===== src/include/gemmx_config.svh =====
`ifndef GEMMX_CONFIG_SVH
`define GEMMX_CONFIG_SVH

// ------------------------------
// Tile geometry
// ------------------------------

// Edge length of a square tile
`define GEMMX_TILE 2

// ------------------------------
// Element widths
// ------------------------------

// A, B and rescaled D elements
`define GEMMX_IN_W 8
// Accumulator, C and raw D elements
`define GEMMX_ACC_W 32

// ------------------------------
// CSR set
// ------------------------------
`define GEMMX_CSR_W 32
`define GEMMX_CSR_RW_COUNT 8
`define GEMMX_CSR_RO_COUNT 2

`endif


===== src/hdl/gemmx_pkg.sv =====
`default_nettype none

`include "gemmx_config.svh"

package gemmx_pkg;

    // ------------------------------
    // Tile types
    // ------------------------------

    // Narrow element, used for A, B and the rescaled output
    typedef logic signed [`GEMMX_IN_W-1:0] elem_in_t;

    // Wide element, used for C, D and the accumulator
    typedef logic signed [`GEMMX_ACC_W-1:0] elem_acc_t;

    // Row-major tiles, element (r, c) sits at index r * TILE + c
    typedef elem_in_t [`GEMMX_TILE*`GEMMX_TILE-1:0] tile_in_t;
    typedef elem_acc_t [`GEMMX_TILE*`GEMMX_TILE-1:0] tile_acc_t;
    typedef elem_in_t [`GEMMX_TILE*`GEMMX_TILE-1:0] tile_out8_t;

    // ------------------------------
    // CSR words
    // ------------------------------
    typedef logic [`GEMMX_CSR_RW_COUNT-1:0][`GEMMX_CSR_W-1:0] csr_rw_t;
    typedef logic [`GEMMX_CSR_RO_COUNT-1:0][`GEMMX_CSR_W-1:0] csr_ro_t;

    // ------------------------------
    // Job configuration
    // ------------------------------

    // GEMM loop bounds and input zero points
    typedef struct packed {
        logic [31:0]        k_count;
        logic [31:0]        n_count;
        logic [31:0]        m_count;
        logic signed [7:0]  a_zp;
        logic signed [7:0]  b_zp;
    } gemm_cfg_t;

    // Rescale parameters and output path select
    typedef struct packed {
        logic signed [31:0] multiplier;
        logic [4:0]         shift;
        logic signed [7:0]  out_zp;
        logic               bypass;
    } simd_cfg_t;

endpackage

`default_nettype wire


===== src/hdl/block_gemm_core.sv =====
`default_nettype none

`include "gemmx_config.svh"

module block_gemm_core
    import gemmx_pkg::*;
(
    input  logic      clk_i,
    input  logic      reset_i,
    input  gemm_cfg_t gemm_cfg_i,
    input  logic      busy_i,
    input  logic      k_last_i,

    // A stream
    input  tile_in_t  a_i,
    input  logic      a_valid_i,
    output logic      a_ready_o,

    // B stream
    input  tile_in_t  b_i,
    input  logic      b_valid_i,
    output logic      b_ready_o,

    // C stream, consumed on the last K step only
    input  tile_acc_t c_i,
    input  logic      c_valid_i,
    output logic      c_ready_o,

    output logic      step_o,

    // D output register
    output tile_acc_t d_o,
    output logic      d_valid_o,
    input  logic      d_ready_i
);

    tile_acc_t acc_q;
    tile_acc_t acc_next;
    tile_acc_t d_next;
    tile_acc_t d_q;
    logic      d_valid_q;
    logic      d_free;
    logic      advance;
    logic      step;

    // ------------------------------
    // Stream join
    // ------------------------------

    // Hold everything while the finished tile is still waiting
    assign d_free  = ~d_valid_q | d_ready_i;
    assign advance = busy_i & d_free;

    // A and B always, C joins on the last step
    assign step = advance & a_valid_i & b_valid_i & (~k_last_i | c_valid_i);

    assign a_ready_o = step;
    assign b_ready_o = step;
    assign c_ready_o = step & k_last_i;
    assign step_o    = step;

    // ------------------------------
    // Tile product
    // ------------------------------
    always_comb begin : tile_mac
        logic signed [`GEMMX_IN_W:0]    a_diff;
        logic signed [`GEMMX_IN_W:0]    b_diff;
        logic signed [`GEMMX_ACC_W-1:0] dot;
        for (int r = 0; r < `GEMMX_TILE; r++) begin
            for (int c = 0; c < `GEMMX_TILE; c++) begin
                dot = '0;
                for (int k = 0; k < `GEMMX_TILE; k++) begin
                    // One extra bit keeps the zero-point difference exact
                    a_diff = a_i[r*`GEMMX_TILE+k] - gemm_cfg_i.a_zp;
                    b_diff = b_i[k*`GEMMX_TILE+c] - gemm_cfg_i.b_zp;
                    dot    = dot + a_diff * b_diff;
                end
                acc_next[r*`GEMMX_TILE+c] = acc_q[r*`GEMMX_TILE+c] + dot;
                d_next[r*`GEMMX_TILE+c]   = acc_next[r*`GEMMX_TILE+c] + c_i[r*`GEMMX_TILE+c];
            end
        end
    end

    // ------------------------------
    // Accumulator and D register
    // ------------------------------
    always_ff @(posedge clk_i) begin
        if (reset_i) begin
            acc_q     <= '0;
            d_valid_q <= 1'b0;
        end else begin
            // Accumulator restarts after each finished tile
            if (step) begin
                acc_q <= k_last_i ? '0 : acc_next;
            end
            if (step && k_last_i) begin
                d_valid_q <= 1'b1;
            end else if (d_ready_i) begin
                d_valid_q <= 1'b0;
            end
        end
    end

    always_ff @(posedge clk_i) begin
        if (step && k_last_i) begin
            d_q <= d_next;
        end
    end

    assign d_o       = d_q;
    assign d_valid_o = d_valid_q;

endmodule

`default_nettype wire


===== config.mk =====
export PLATFORM = sky130hd
export DESIGN_NAME = block_gemm_core
export DESIGN_NICKNAME = d
export VERILOG_FILES = /design/src/hdl/gemmx_pkg.sv /design/src/hdl/block_gemm_core.sv
export VERILOG_INCLUDE_DIRS = /design/src /design/src/include
export SDC_FILE = /design/constraint.sdc
export NUM_CORES = 2
export LEC_CHECK = 0
export CORE_UTILIZATION = 65
export CTS_CLUSTER_DIAMETER = 200
export DETAILED_ROUTE_END_ITERATION = 16
export DONT_BUFFER_PORTS = 1
export PLACE_DENSITY = 0.81
export SLEW_MARGIN = 25
export SYNTH_ARGS = -nofsm -noshare
export SYNTH_HDL_FRONTEND = slang
export SYNTH_SLANG_ARGS = --single-unit
export TNS_END_PERCENT = 5

===== constraint.sdc =====
create_clock -name clk_i -period 14.2 [get_ports clk_i]
set_clock_uncertainty 0.1 [all_clocks]
set_input_delay 0 -clock clk_i [delete_from_list [all_inputs] [get_ports clk_i]]
set_output_delay 0 -clock clk_i [all_outputs]
set_load 0.01 [all_outputs]

==> summary.md <==
| Metric | Value |
|---|---|
| Outcome | `finished clean` |
| CTS root buffer | `clkbuf_16` |
| Crit path from | `gemm_cfg_i[9]` |
| Clock-pin slew on the worst setup and hold paths | `roughly 60 ps` |
| # rows | `about 100` |
| Share of layout cells above drive strength 1 | `0.02831` |
| FF-to-FF Start | `acc_q[104]` |
| Vias in the first global route | `42600` |
| Final Hold Fails | `0` |
| 1st-iter DRT viols | `3063` |
| Inserted Clock Buffers | `35` |
| Setup TNS | `0 ps` |
| First-pass GRT wire length | `224.1 mm` |
| Most used cell, CP | `a21oi_1` |
| Antenna Violating Nets Remaining | `0` |
| H-tree lvl count | `2` |
| Synth top area cells | `fa_1, ha_1, inv_1` |
| Worst path max stage delay | `680 ps` |
| CP Data Arrival Time | `11930 ps` |
| Hold bufs inserted after CTS | `roughly 200` |
| Syn_nets | `approximately 7300` |
| Gpl congestion | `0.9697` |
| Synthesized cell area | `0.05202 mm²` |
| Area Overhead vs Synth | `8.967%` |
| Post-cts resize count | `0` |
| Slew @ Worst Pin | `approximately 1200 ps` |
| Number of remaining DRC errors | `0` |
| Initial Util | `0.6574` |
| Critical Path RT | `~14000 ps` |
| WHS | `47.29 ps` |
| Clk sinks | `257` |
| Post-Route WL | `140.2 mm` |
| Placed insts | `about 6400` |
| Highest Clock Rate | `approximately 0.085 GHz` |
| Filler cells | `approximately 5700` |
| I/O pin count | `445` |
| HPWL Detailed | `approximately 110 mm` |
| PortBufs | `0` |
| Syn_area_per_cell | `9.545 µm²` |
| Crit Path Category | `in -> reg` |
| Final period util | `0.8250` |
| Setup bufs post-CTS | `0` |
| Skew-Pair Late Insertion Delay | `580 ps` |
| Placed Area | `0.05342 mm²` |
| CTS tree | `done` |
| CP max stage cell | `fa_1` |
| Fin nets | `7512` |
| DIE WIDTH | `284.9 µm` |
| CP max FO | `18` |
| Synth warn | `0` |
| CTS max path bufs | `3` |
| Max-cap violations | `0` |
| Fin area | `between 0.05 and 0.06 mm²` |
| DRT Pass-1 Iters | `9` |
| Final Max Slew Viols | `0` |
| Yosys reg bits | `257` |
| Vias per cell | `roughly 5.9` |
| Initial antenna violation count | `23` |
| Min-delay src | `reset_i` |
| Routed vias | `39540` |
| Largest net degree at the start of global routing | `88` |
| Cell taking the most area after synthesis | `fa_1` |
| GR Overflow Total | `0` |
| DIE AREA | `just over 0.08 mm²` |
| CP endpoint kind | `flip-flop` |
| Rel. slew slack | `0.2213` |
| Worst min-delay path class | `in -> reg` |
| Yosys top cell area share | `0.3833` |
| EDFF count, synth | `128` |
| RSZ-0062 raised after global routing | `false` |
| Drt wl/cell | `approximately 21 µm` |
| Die Y | `284.9 µm` |
| Core ar. | `0.07913 mm²` |
| Endpoints failing setup | `0` |
| Post-layout min period | `approximately 12000 ps` |
| Synthesized instance count | `5450` |
| Yosys cell types | `between 70 and 80` |
| Crit path launch type | `primary input` |
| Synth async-reset ratio | `0` |
| Ys flop type | `dfxtp_1` |
| Total GRT Usage | `0.3543` |
| Fin cells | `6718` |
| Sequential area share after synthesis | `0.1235` |
[cell type report]
class | instances | area, µm² | area share
multi-input combinational | 3895 | 40860 | 0.7209
sequential | 257 | 6426 | 0.1134
inverter | 1175 | 4410 | 0.07781
timing repair buffer | 260 | 2490 | 0.04393
tap | 1050 | 1314 | 0.02318
clock buffer | 45 | 974.7 | 0.01719
clock inverter | 19 | 165.2 | 0.002914
antenna | 17 | 42.54 | 0.0007505
[per-layer routing]
metal | global-route usage | vias up | part of all wire
met2 | 0.5794 | 1937 | 0.47
met4 | 0.1568 | 20 | 0.048
met5 | 0.01977 | - | 0.0027
met3 | 0.1068 | 446 | 0.11
met1 | 0.4326 | 19590 | 0.36
li1 | - | 17550 | -
[cell usage in the layout, fill, tap and decap left out, drive strengths merged, types with 60 or more instances in the layout]
master,count
a21o,133
a21oi,249
buf,60
dfxtp,129
dlygate4sd3,200
edfxtp,128
fa,996
ha,580
inv,1176
nand2,312
nand2b,112
nor2,524
o21ai,112
xnor2,224
xor2,98
[synth_stat cells (4+ instances only)]
cell type  instances
a21o_1           133
a311oi_1           4
o2111ai_1          5
a21boi_0           4
o31ai_1           10
a22o_1            42
o21bai_1          46
fa_1             996
nand2b_1         112
o21ai_0           92
a221o_1            4
o211ai_1           5
inv_1           1173
ha_1             580
o31a_1             6
a311o_1            5
and3_1            37
o41a_1             4
nand2_1          312
a21oi_1          248
a211oi_1          21
clkbuf_1         115
nor3_1            45
nor2b_1           52
or2_2              5
dfxtp_1          129
nor4_1             5
xnor2_1          224
a22oi_1           58
nor3b_1            4
o21a_1            28
or3_1              8
a31oi_1           21
buf_1              6
edfxtp_1         128
nand4_1           17
nor2_1           524
o21ai_1           18
and2_1            25
nand3_1           38
xor2_1            98
[critical path, delay by kind of cell]
kind,cells,cell delay [ps]
AO/OA/AOI/OAI,15,3360
buffers and inverters,5,1720
multiplexers,1,490
XOR/XNOR,2,250
AND/OR/NAND/NOR,6,1220
adder cells (fa/ha/maj),10,4840
[registers in the layout, summed over array words and instances, names as in the netlist]
| name | count |
|---|---|
| d_valid_o | 1 |
| acc_q | 128 |
| d_o | 128 |
[cell families (layout without fill, tap and decap cells)]
kind of cell	after synthesis	after routing	synth area share
other	0	17	0
muxes	6	6	0.001227
and+or+nand+nor	1196	1196	0.1022
buffers and inverters	1298	1499	0.09380
adders and majority gates	1576	1576	0.5228
xor gates and xnor gates	322	322	0.05421
DFF	257	257	0.1235
AOI/OAI and AO/OA	795	795	0.1022
[worst paths after layout]
| path | cells after the start | slack (ps) | endpoint |
|---|---|---|---|
| worst max register to register | 28 | 5360 | d_o[126] |
| worst min register to register | 2 | 370 | acc_q[127] |
| worst min-delay path | 3 | 50 | acc_q[20] |
| worst max-delay path | 39 | 2480 | d_o[126] |
[metrics by stage]
| stage | util | setup slack, ps |
|---|---|---|
| after global placement | 0.6746 | 3195 |
| final | 0.7164 | 2485 |
| after CTS | 0.7153 | 2956 |
| after floorplan | - | 4106 |
| after global routing | 0.7162 | 1940 |
| after detailed placement | 0.6751 | 2949 |
Power is left out: the tool's default activity adds up to more than one toggle a clock period on the data nets, which glitch-free logic cannot reach.
