### src/include/gemmx_config.svh
`ifndef GEMMX_CONFIG_SVH
`define GEMMX_CONFIG_SVH

// ------------------------------
// Tile geometry
// ------------------------------

// Edge length of a square tile
`define GEMMX_TILE 2

// ------------------------------
// Element widths
// ------------------------------

// A, B and rescaled D elements
`define GEMMX_IN_W 8
// Accumulator, C and raw D elements
`define GEMMX_ACC_W 32

// ------------------------------
// CSR set
// ------------------------------
`define GEMMX_CSR_W 32
`define GEMMX_CSR_RW_COUNT 8
`define GEMMX_CSR_RO_COUNT 2

`endif

### src/hdl/gemmx_pkg.sv
`default_nettype none

`include "gemmx_config.svh"

package gemmx_pkg;

    // ------------------------------
    // Tile types
    // ------------------------------

    // Narrow element, used for A, B and the rescaled output
    typedef logic signed [`GEMMX_IN_W-1:0] elem_in_t;

    // Wide element, used for C, D and the accumulator
    typedef logic signed [`GEMMX_ACC_W-1:0] elem_acc_t;

    // Row-major tiles, element (r, c) sits at index r * TILE + c
    typedef elem_in_t [`GEMMX_TILE*`GEMMX_TILE-1:0] tile_in_t;
    typedef elem_acc_t [`GEMMX_TILE*`GEMMX_TILE-1:0] tile_acc_t;
    typedef elem_in_t [`GEMMX_TILE*`GEMMX_TILE-1:0] tile_out8_t;

    // ------------------------------
    // CSR words
    // ------------------------------
    typedef logic [`GEMMX_CSR_RW_COUNT-1:0][`GEMMX_CSR_W-1:0] csr_rw_t;
    typedef logic [`GEMMX_CSR_RO_COUNT-1:0][`GEMMX_CSR_W-1:0] csr_ro_t;

    // ------------------------------
    // Job configuration
    // ------------------------------

    // GEMM loop bounds and input zero points
    typedef struct packed {
        logic [31:0]        k_count;
        logic [31:0]        n_count;
        logic [31:0]        m_count;
        logic signed [7:0]  a_zp;
        logic signed [7:0]  b_zp;
    } gemm_cfg_t;

    // Rescale parameters and output path select
    typedef struct packed {
        logic signed [31:0] multiplier;
        logic [4:0]         shift;
        logic signed [7:0]  out_zp;
        logic               bypass;
    } simd_cfg_t;

endpackage

`default_nettype wire

### src/hdl/gemm_job_ctrl.sv
`default_nettype none

`include "gemmx_config.svh"

module gemm_job_ctrl
    import gemmx_pkg::*;
(
    input  logic      clk_i,
    input  logic      reset_i,
    input  csr_rw_t   csr_set_i,
    input  logic      csr_set_valid_i,
    output logic      csr_set_ready_o,
    output csr_ro_t   csr_ro_o,
    output gemm_cfg_t gemm_cfg_o,
    output simd_cfg_t simd_cfg_o,
    output logic      busy_o,
    output logic      k_last_o,
    input  logic      step_i,
    input  logic      tile_done_i
);

    logic                    busy_q;
    logic                    accept;
    logic                    last_tile;
    logic [31:0]             k_idx_q;
    logic [31:0]             tile_idx_q;
    logic [31:0]             tile_total_q;
    logic [`GEMMX_CSR_W-1:0] perf_cnt_q;
    gemm_cfg_t               gemm_cfg_q;
    simd_cfg_t               simd_cfg_q;

    // New job only while idle
    assign accept          = csr_set_valid_i & ~busy_q;
    assign csr_set_ready_o = ~busy_q;

    assign k_last_o  = (k_idx_q == gemm_cfg_q.k_count - 32'd1);
    assign last_tile = (tile_idx_q == tile_total_q - 32'd1);

    // ------------------------------
    // Config registers
    // ------------------------------
    always_ff @(posedge clk_i) begin
        if (reset_i) begin
            gemm_cfg_q   <= '0;
            simd_cfg_q   <= '0;
            tile_total_q <= '0;
        end else if (accept) begin
            gemm_cfg_q.k_count    <= csr_set_i[0];
            gemm_cfg_q.n_count    <= csr_set_i[1];
            gemm_cfg_q.m_count    <= csr_set_i[2];
            gemm_cfg_q.a_zp       <= csr_set_i[3][7:0];
            gemm_cfg_q.b_zp       <= csr_set_i[3][15:8];
            simd_cfg_q.multiplier <= csr_set_i[4];
            simd_cfg_q.shift      <= csr_set_i[5][4:0];
            simd_cfg_q.out_zp     <= csr_set_i[6][7:0];
            simd_cfg_q.bypass     <= csr_set_i[7][0];
            // Output tiles expected for this job
            tile_total_q          <= csr_set_i[1] * csr_set_i[2];
        end
    end

    // ------------------------------
    // Busy and loop counters
    // ------------------------------
    always_ff @(posedge clk_i) begin
        if (reset_i) begin
            busy_q     <= 1'b0;
            k_idx_q    <= '0;
            tile_idx_q <= '0;
        end else if (accept) begin
            busy_q     <= 1'b1;
            k_idx_q    <= '0;
            tile_idx_q <= '0;
        end else begin
            if (step_i) begin
                k_idx_q <= k_last_o ? '0 : k_idx_q + 32'd1;
            end
            // Busy drops once the last output tile has left
            if (tile_done_i) begin
                if (last_tile) begin
                    busy_q     <= 1'b0;
                    tile_idx_q <= '0;
                end else begin
                    tile_idx_q <= tile_idx_q + 32'd1;
                end
            end
        end
    end

    // Busy cycle counter, restarted by every new job
    always_ff @(posedge clk_i) begin
        if (reset_i || accept) begin
            perf_cnt_q <= '0;
        end else if (busy_q) begin
            perf_cnt_q <= perf_cnt_q + 1'b1;
        end
    end

    assign csr_ro_o[0] = {{(`GEMMX_CSR_W-1){1'b0}}, busy_q};
    assign csr_ro_o[1] = perf_cnt_q;
    assign gemm_cfg_o  = gemm_cfg_q;
    assign simd_cfg_o  = simd_cfg_q;
    assign busy_o      = busy_q;

endmodule

`default_nettype wire

### config.mk
export PLATFORM = sky130hd
export DESIGN_NAME = gemm_job_ctrl
export DESIGN_NICKNAME = d
export VERILOG_FILES = /design/src/hdl/gemmx_pkg.sv /design/src/hdl/gemm_job_ctrl.sv
export VERILOG_INCLUDE_DIRS = /design/src /design/src/include
export SDC_FILE = /design/constraint.sdc
export NUM_CORES = 2
export LEC_CHECK = 0
export BUFFER_PORTS_ARGS = -buffer_cell sky130_fd_sc_hd__buf_2
export CORE_MARGIN = 8
export CORE_UTILIZATION = 35
export CTS_CLUSTER_SIZE = 14
export DETAILED_ROUTE_END_ITERATION = 7
export GPL_TIMING_DRIVEN = 0
export HOLD_SLACK_MARGIN = 0.15
export PLACE_DENSITY = 0.6
export SLEW_MARGIN = 20
export SYNTH_ARGS = -nofsm -noshare
export SYNTH_HDL_FRONTEND = slang
export SYNTH_SLANG_ARGS = --single-unit
### constraint.sdc
create_clock -name clk_i -period 11.15 [get_ports clk_i]
set_input_delay 2.23 -clock clk_i [delete_from_list [all_inputs] [get_ports clk_i]]
set_output_delay 2.23 -clock clk_i [all_outputs]
set_load 0.03 [all_outputs]
==> summary.md <==
| Metric | Value |
|---|---|
| Run status | `complete, no violations` |
| Via density | `4.97` |
| DIE WIDTH | `302 microns` |
| Hold EP | `simd_cfg_o[10]$_SDFFE_PP0P_` |
| Average size of a mapped cell | `8.41 sq um` |
| Die area | `91,300 sq um` |
| WP data required | `11,630 ps` |
| Synth top area share | `28.5%` |
| Post CTS Setup Buffer Count | `0` |
| DP Wirelength | `82,100 microns` |
| Largest net degree at the start of global routing | `17` |
| Asr flop ratio synth | `0%` |
| Period utilization | `87.1%` |
| HP Class | `reg2reg` |
| Layout cells sized above 1 | `12.0%` |
| FF-to-FF setup slack | `7240 ps` |
| Critical path endpoint category | `flip-flop` |
| Final setup TNS | `0 ps` |
| Initial DRC count | `1,754` |
| Drt first pass iters | `5` |
| CTS resizes | `0` |
| Initial core utilization | `35.1%` |
| Clk Latency, worst-skew pair | `600 ps` |
| Area Overhead vs Synth | `14.8%` |
| Clock root buffer | `clkbuf_16` |
| Final setup viols | `0` |
| Worst R2R Start | `tile_total_q[10]$_SDFFE_PP0P_` |
| Hold depth | `2` |
| Final wirelength | `101,000 microns` |
| CP max stage cell | `a2111oi_0` |
| Most common cell after layout, fill and taps aside | `nand2_1` |
| CP max stage delay | `650 ps` |
| Max Clk Rate | `103 MHz` |
| DRC violations left | `0` |
| First-pass GRT wire length | `151,000 microns` |
| Tmin final | `9710 ps` |
| Cells after synthesis | `3,407` |
| RSZ-0062 raised after global routing | `no` |
| Die height | `302 microns` |
| Yosys cell types | `73` |
| GR Overflow Total | `0` |
| Number of H-tree levels | `1` |
| Slew @ Worst Pin | `1150 ps` |
| Vias in the first global route | `24,500` |
| Critical path class | `in2reg` |
| Maxcap violations | `0` |
| Hold Crit Start | `simd_cfg_o[10]$_SDFFE_PP0P_` |
| Reg clk slew, reported paths | `60 ps` |
| Most frequent cell on the critical path | `fa_1` |
| Post-CTS Hold Buffers | `0` |
| Yosys warns | `0` |
| CP startpoint kind | `input pin` |
| Commonest cells after routing, fill and taps aside | `nand2_1, inv_1, fa_1, buf_2, dfxtp_1` |
| Synth area leader | `fa_1` |
| Main synth FF type | `dfxtp_1` |
| Netlist Area Pre-Place | `28,700 sq um` |
| Initial antenna violation count | `11` |
| Clock tree buffer depth | `3` |
| CTS Sinks | `287` |
| Core area | `81,600 sq um` |
| Avg WL per Cell | `20.6 microns` |
| Worst Clk Skew | `11.4 ps` |
| Relative slew slack | `23.4%` |
| I/O Buffers | `343` |
| FF+latch count, synth | `287` |
| CP cell instances | `buf_2 -> clkbuf_1 -> clkbuf_1 -> and2_1 -> fa_1 -> inv_1 -> fa_1 -> fa_1 -> fa_1 -> inv_1 -> fa_1 -> fa_1 -> fa_1 -> fa_1 -> ha_1 -> nand2_1 -> nor2_1 -> a311oi_1 -> a21oi_1 -> a2111oi_0 -> a21oi_1 -> xor2_1 -> a22o_1` |
| Post-route ant nets | `0` |
| Critical R2R Capture | `tile_idx_q[19]$_SDFFE_PP0P_` |
| EDFF count, synth | `0` |
| Routability cong. | `0.972` |
| Seq/Total Area, Yosys | `20.1%` |
| Filler cell count in the final layout | `8,388` |
| I/O pin total | `486` |
| Pins Over Slew Limit | `0` |
| Area contributors post-synth | `fa_1, dfxtp_1, nand2_1` |
| Vias | `24,400` |
| CP Data Arrival Time | `10,190 ps` |
| Worst R2R Path Depth | `11` |
| CTS buffer count | `31` |
| # rows | `105` |
| Worst Path Max Fanout | `10` |
| TritonCTS clock tree | `done` |
| Final net count | `4,610` |
| Final Hold Fails | `0` |
| GRT Total Usage | `21.6%` |
[cell usage after synthesis (5+ instances only)]
| cell type | count |
|---|---|
| nor2_2 | 10 |
| ha_1 | 128 |
| o21ai_1 | 8 |
| a211oi_1 | 11 |
| and4_1 | 10 |
| buf_4 | 33 |
| and2_1 | 278 |
| a31oi_1 | 8 |
| inv_1 | 410 |
| a21oi_1 | 221 |
| buf_1 | 12 |
| nor2b_1 | 9 |
| fa_1 | 408 |
| nor3_1 | 30 |
| or3_1 | 13 |
| nor2_1 | 151 |
| mux2i_1 | 11 |
| nor4_1 | 11 |
| or4_1 | 9 |
| a22o_1 | 6 |
| nand2_1 | 701 |
| a211o_1 | 6 |
| xnor2_1 | 125 |
| nand3_1 | 42 |
| clkbuf_1 | 172 |
| nor4b_1 | 6 |
| nand2b_1 | 5 |
| and3_1 | 28 |
| dfxtp_1 | 287 |
| xor2_1 | 121 |
| o211ai_1 | 6 |
| a21o_1 | 7 |
| nand4_1 | 26 |
| o21ai_0 | 38 |
[critical path, delay by kind of cell]
| family | cells | cell delay (ps) |
|---|---|---|
| xor+xnor | 1 | 190 |
| buf+inv | 5 | 1530 |
| fa+ha+maj | 9 | 4390 |
| simple gates | 3 | 410 |
| compound gates | 5 | 1420 |
[how the worst max path moves through the flow]
stage             startpoint                             to  slack (ps)  cells past startpoint
2_1_floorplan  csr_set_i[46]  tile_total_q[30]$_SDFFE_PP0P_        2440                     21
3_3_place_gp   csr_set_i[68]  tile_total_q[30]$_SDFFE_PP0P_         900                     23
3_5_place_dp   csr_set_i[36]  tile_total_q[31]$_SDFFE_PP0P_         910                     27
4_1_cts        csr_set_i[68]  tile_total_q[30]$_SDFFE_PP0P_        1520                     23
5_1_grt        csr_set_i[36]  tile_total_q[30]$_SDFFE_PP0P_         990                     24
6_report       csr_set_i[68]  tile_total_q[30]$_SDFFE_PP0P_        1440                     23
[state kept, by name, summed over array words and instances, names as in the netlist]
register and count:
busy_o 1, k_idx_q 32, gemm_cfg_o 112, perf_cnt_q 32, tile_total_q 32, simd_cfg_o 46
tile_idx_q 32
[cell families (layout without fill, tap and decap cells)]
logic type               Yosys count  in the layout  synth area share [%]
AND/OR/NAND/NOR                 1347           1347                  22.1
buffers and inverters            632           1033                  8.83
adder cells (fa/ha/maj)          536            536                  34.1
AO/OA/AOI/OAI                    346            346                  6.93
flip-flops                       287            287                  20.1
XOR/XNOR                         246            246                  7.52
multiplexers                      12             12                 0.424
other                              1             38                0.0131
[metrics by stage]
step | util [%] | cell area [sq um] | setup slack [ps] | hold WS (ps) | cells
after floorplan | - | 28800 | 2440 | 451 | 3437
after global placement | 39.0 | 31800 | 903 | 439 | 4850
after detailed placement | 39.0 | 31800 | 906 | 443 | 4850
after CTS | 40.3 | 32900 | 1520 | 452 | 4908
after global routing | 40.3 | 32900 | 990 | 466 | 4912
final | 40.3 | 32900 | 1440 | 451 | 4915
[layer usage]
metal | vias to the layer above | track usage [%] | part of all wire (%)
li1 | 11300 | - | -
met1 | 11900 | 27.9 | 41
met2 | 991 | 35.5 | 47
met3 | 228 | 4.18 | 7.8
met4 | 2 | 8.43 | 4.5
met5 | - | 0 | 0.013
[cell type report]
class | count | area [sq um] | share of cell area [%]
sequential | 287 | 5750 | 17.5
inverter | 410 | 1540 | 4.68
antenna | 7 | 17.5 | 0.0532
multi-input combinational | 2518 | 20500 | 62.3
buffer | 222 | 991 | 3.01
clock buffer | 46 | 932 | 2.83
timing repair buffer | 343 | 1720 | 5.22
tap | 1070 | 1340 | 4.07
clock inverter | 12 | 123 | 0.373
Power is not shown: default switching activity piles up to over one toggle a cycle in this logic, so the estimate is an artifact.
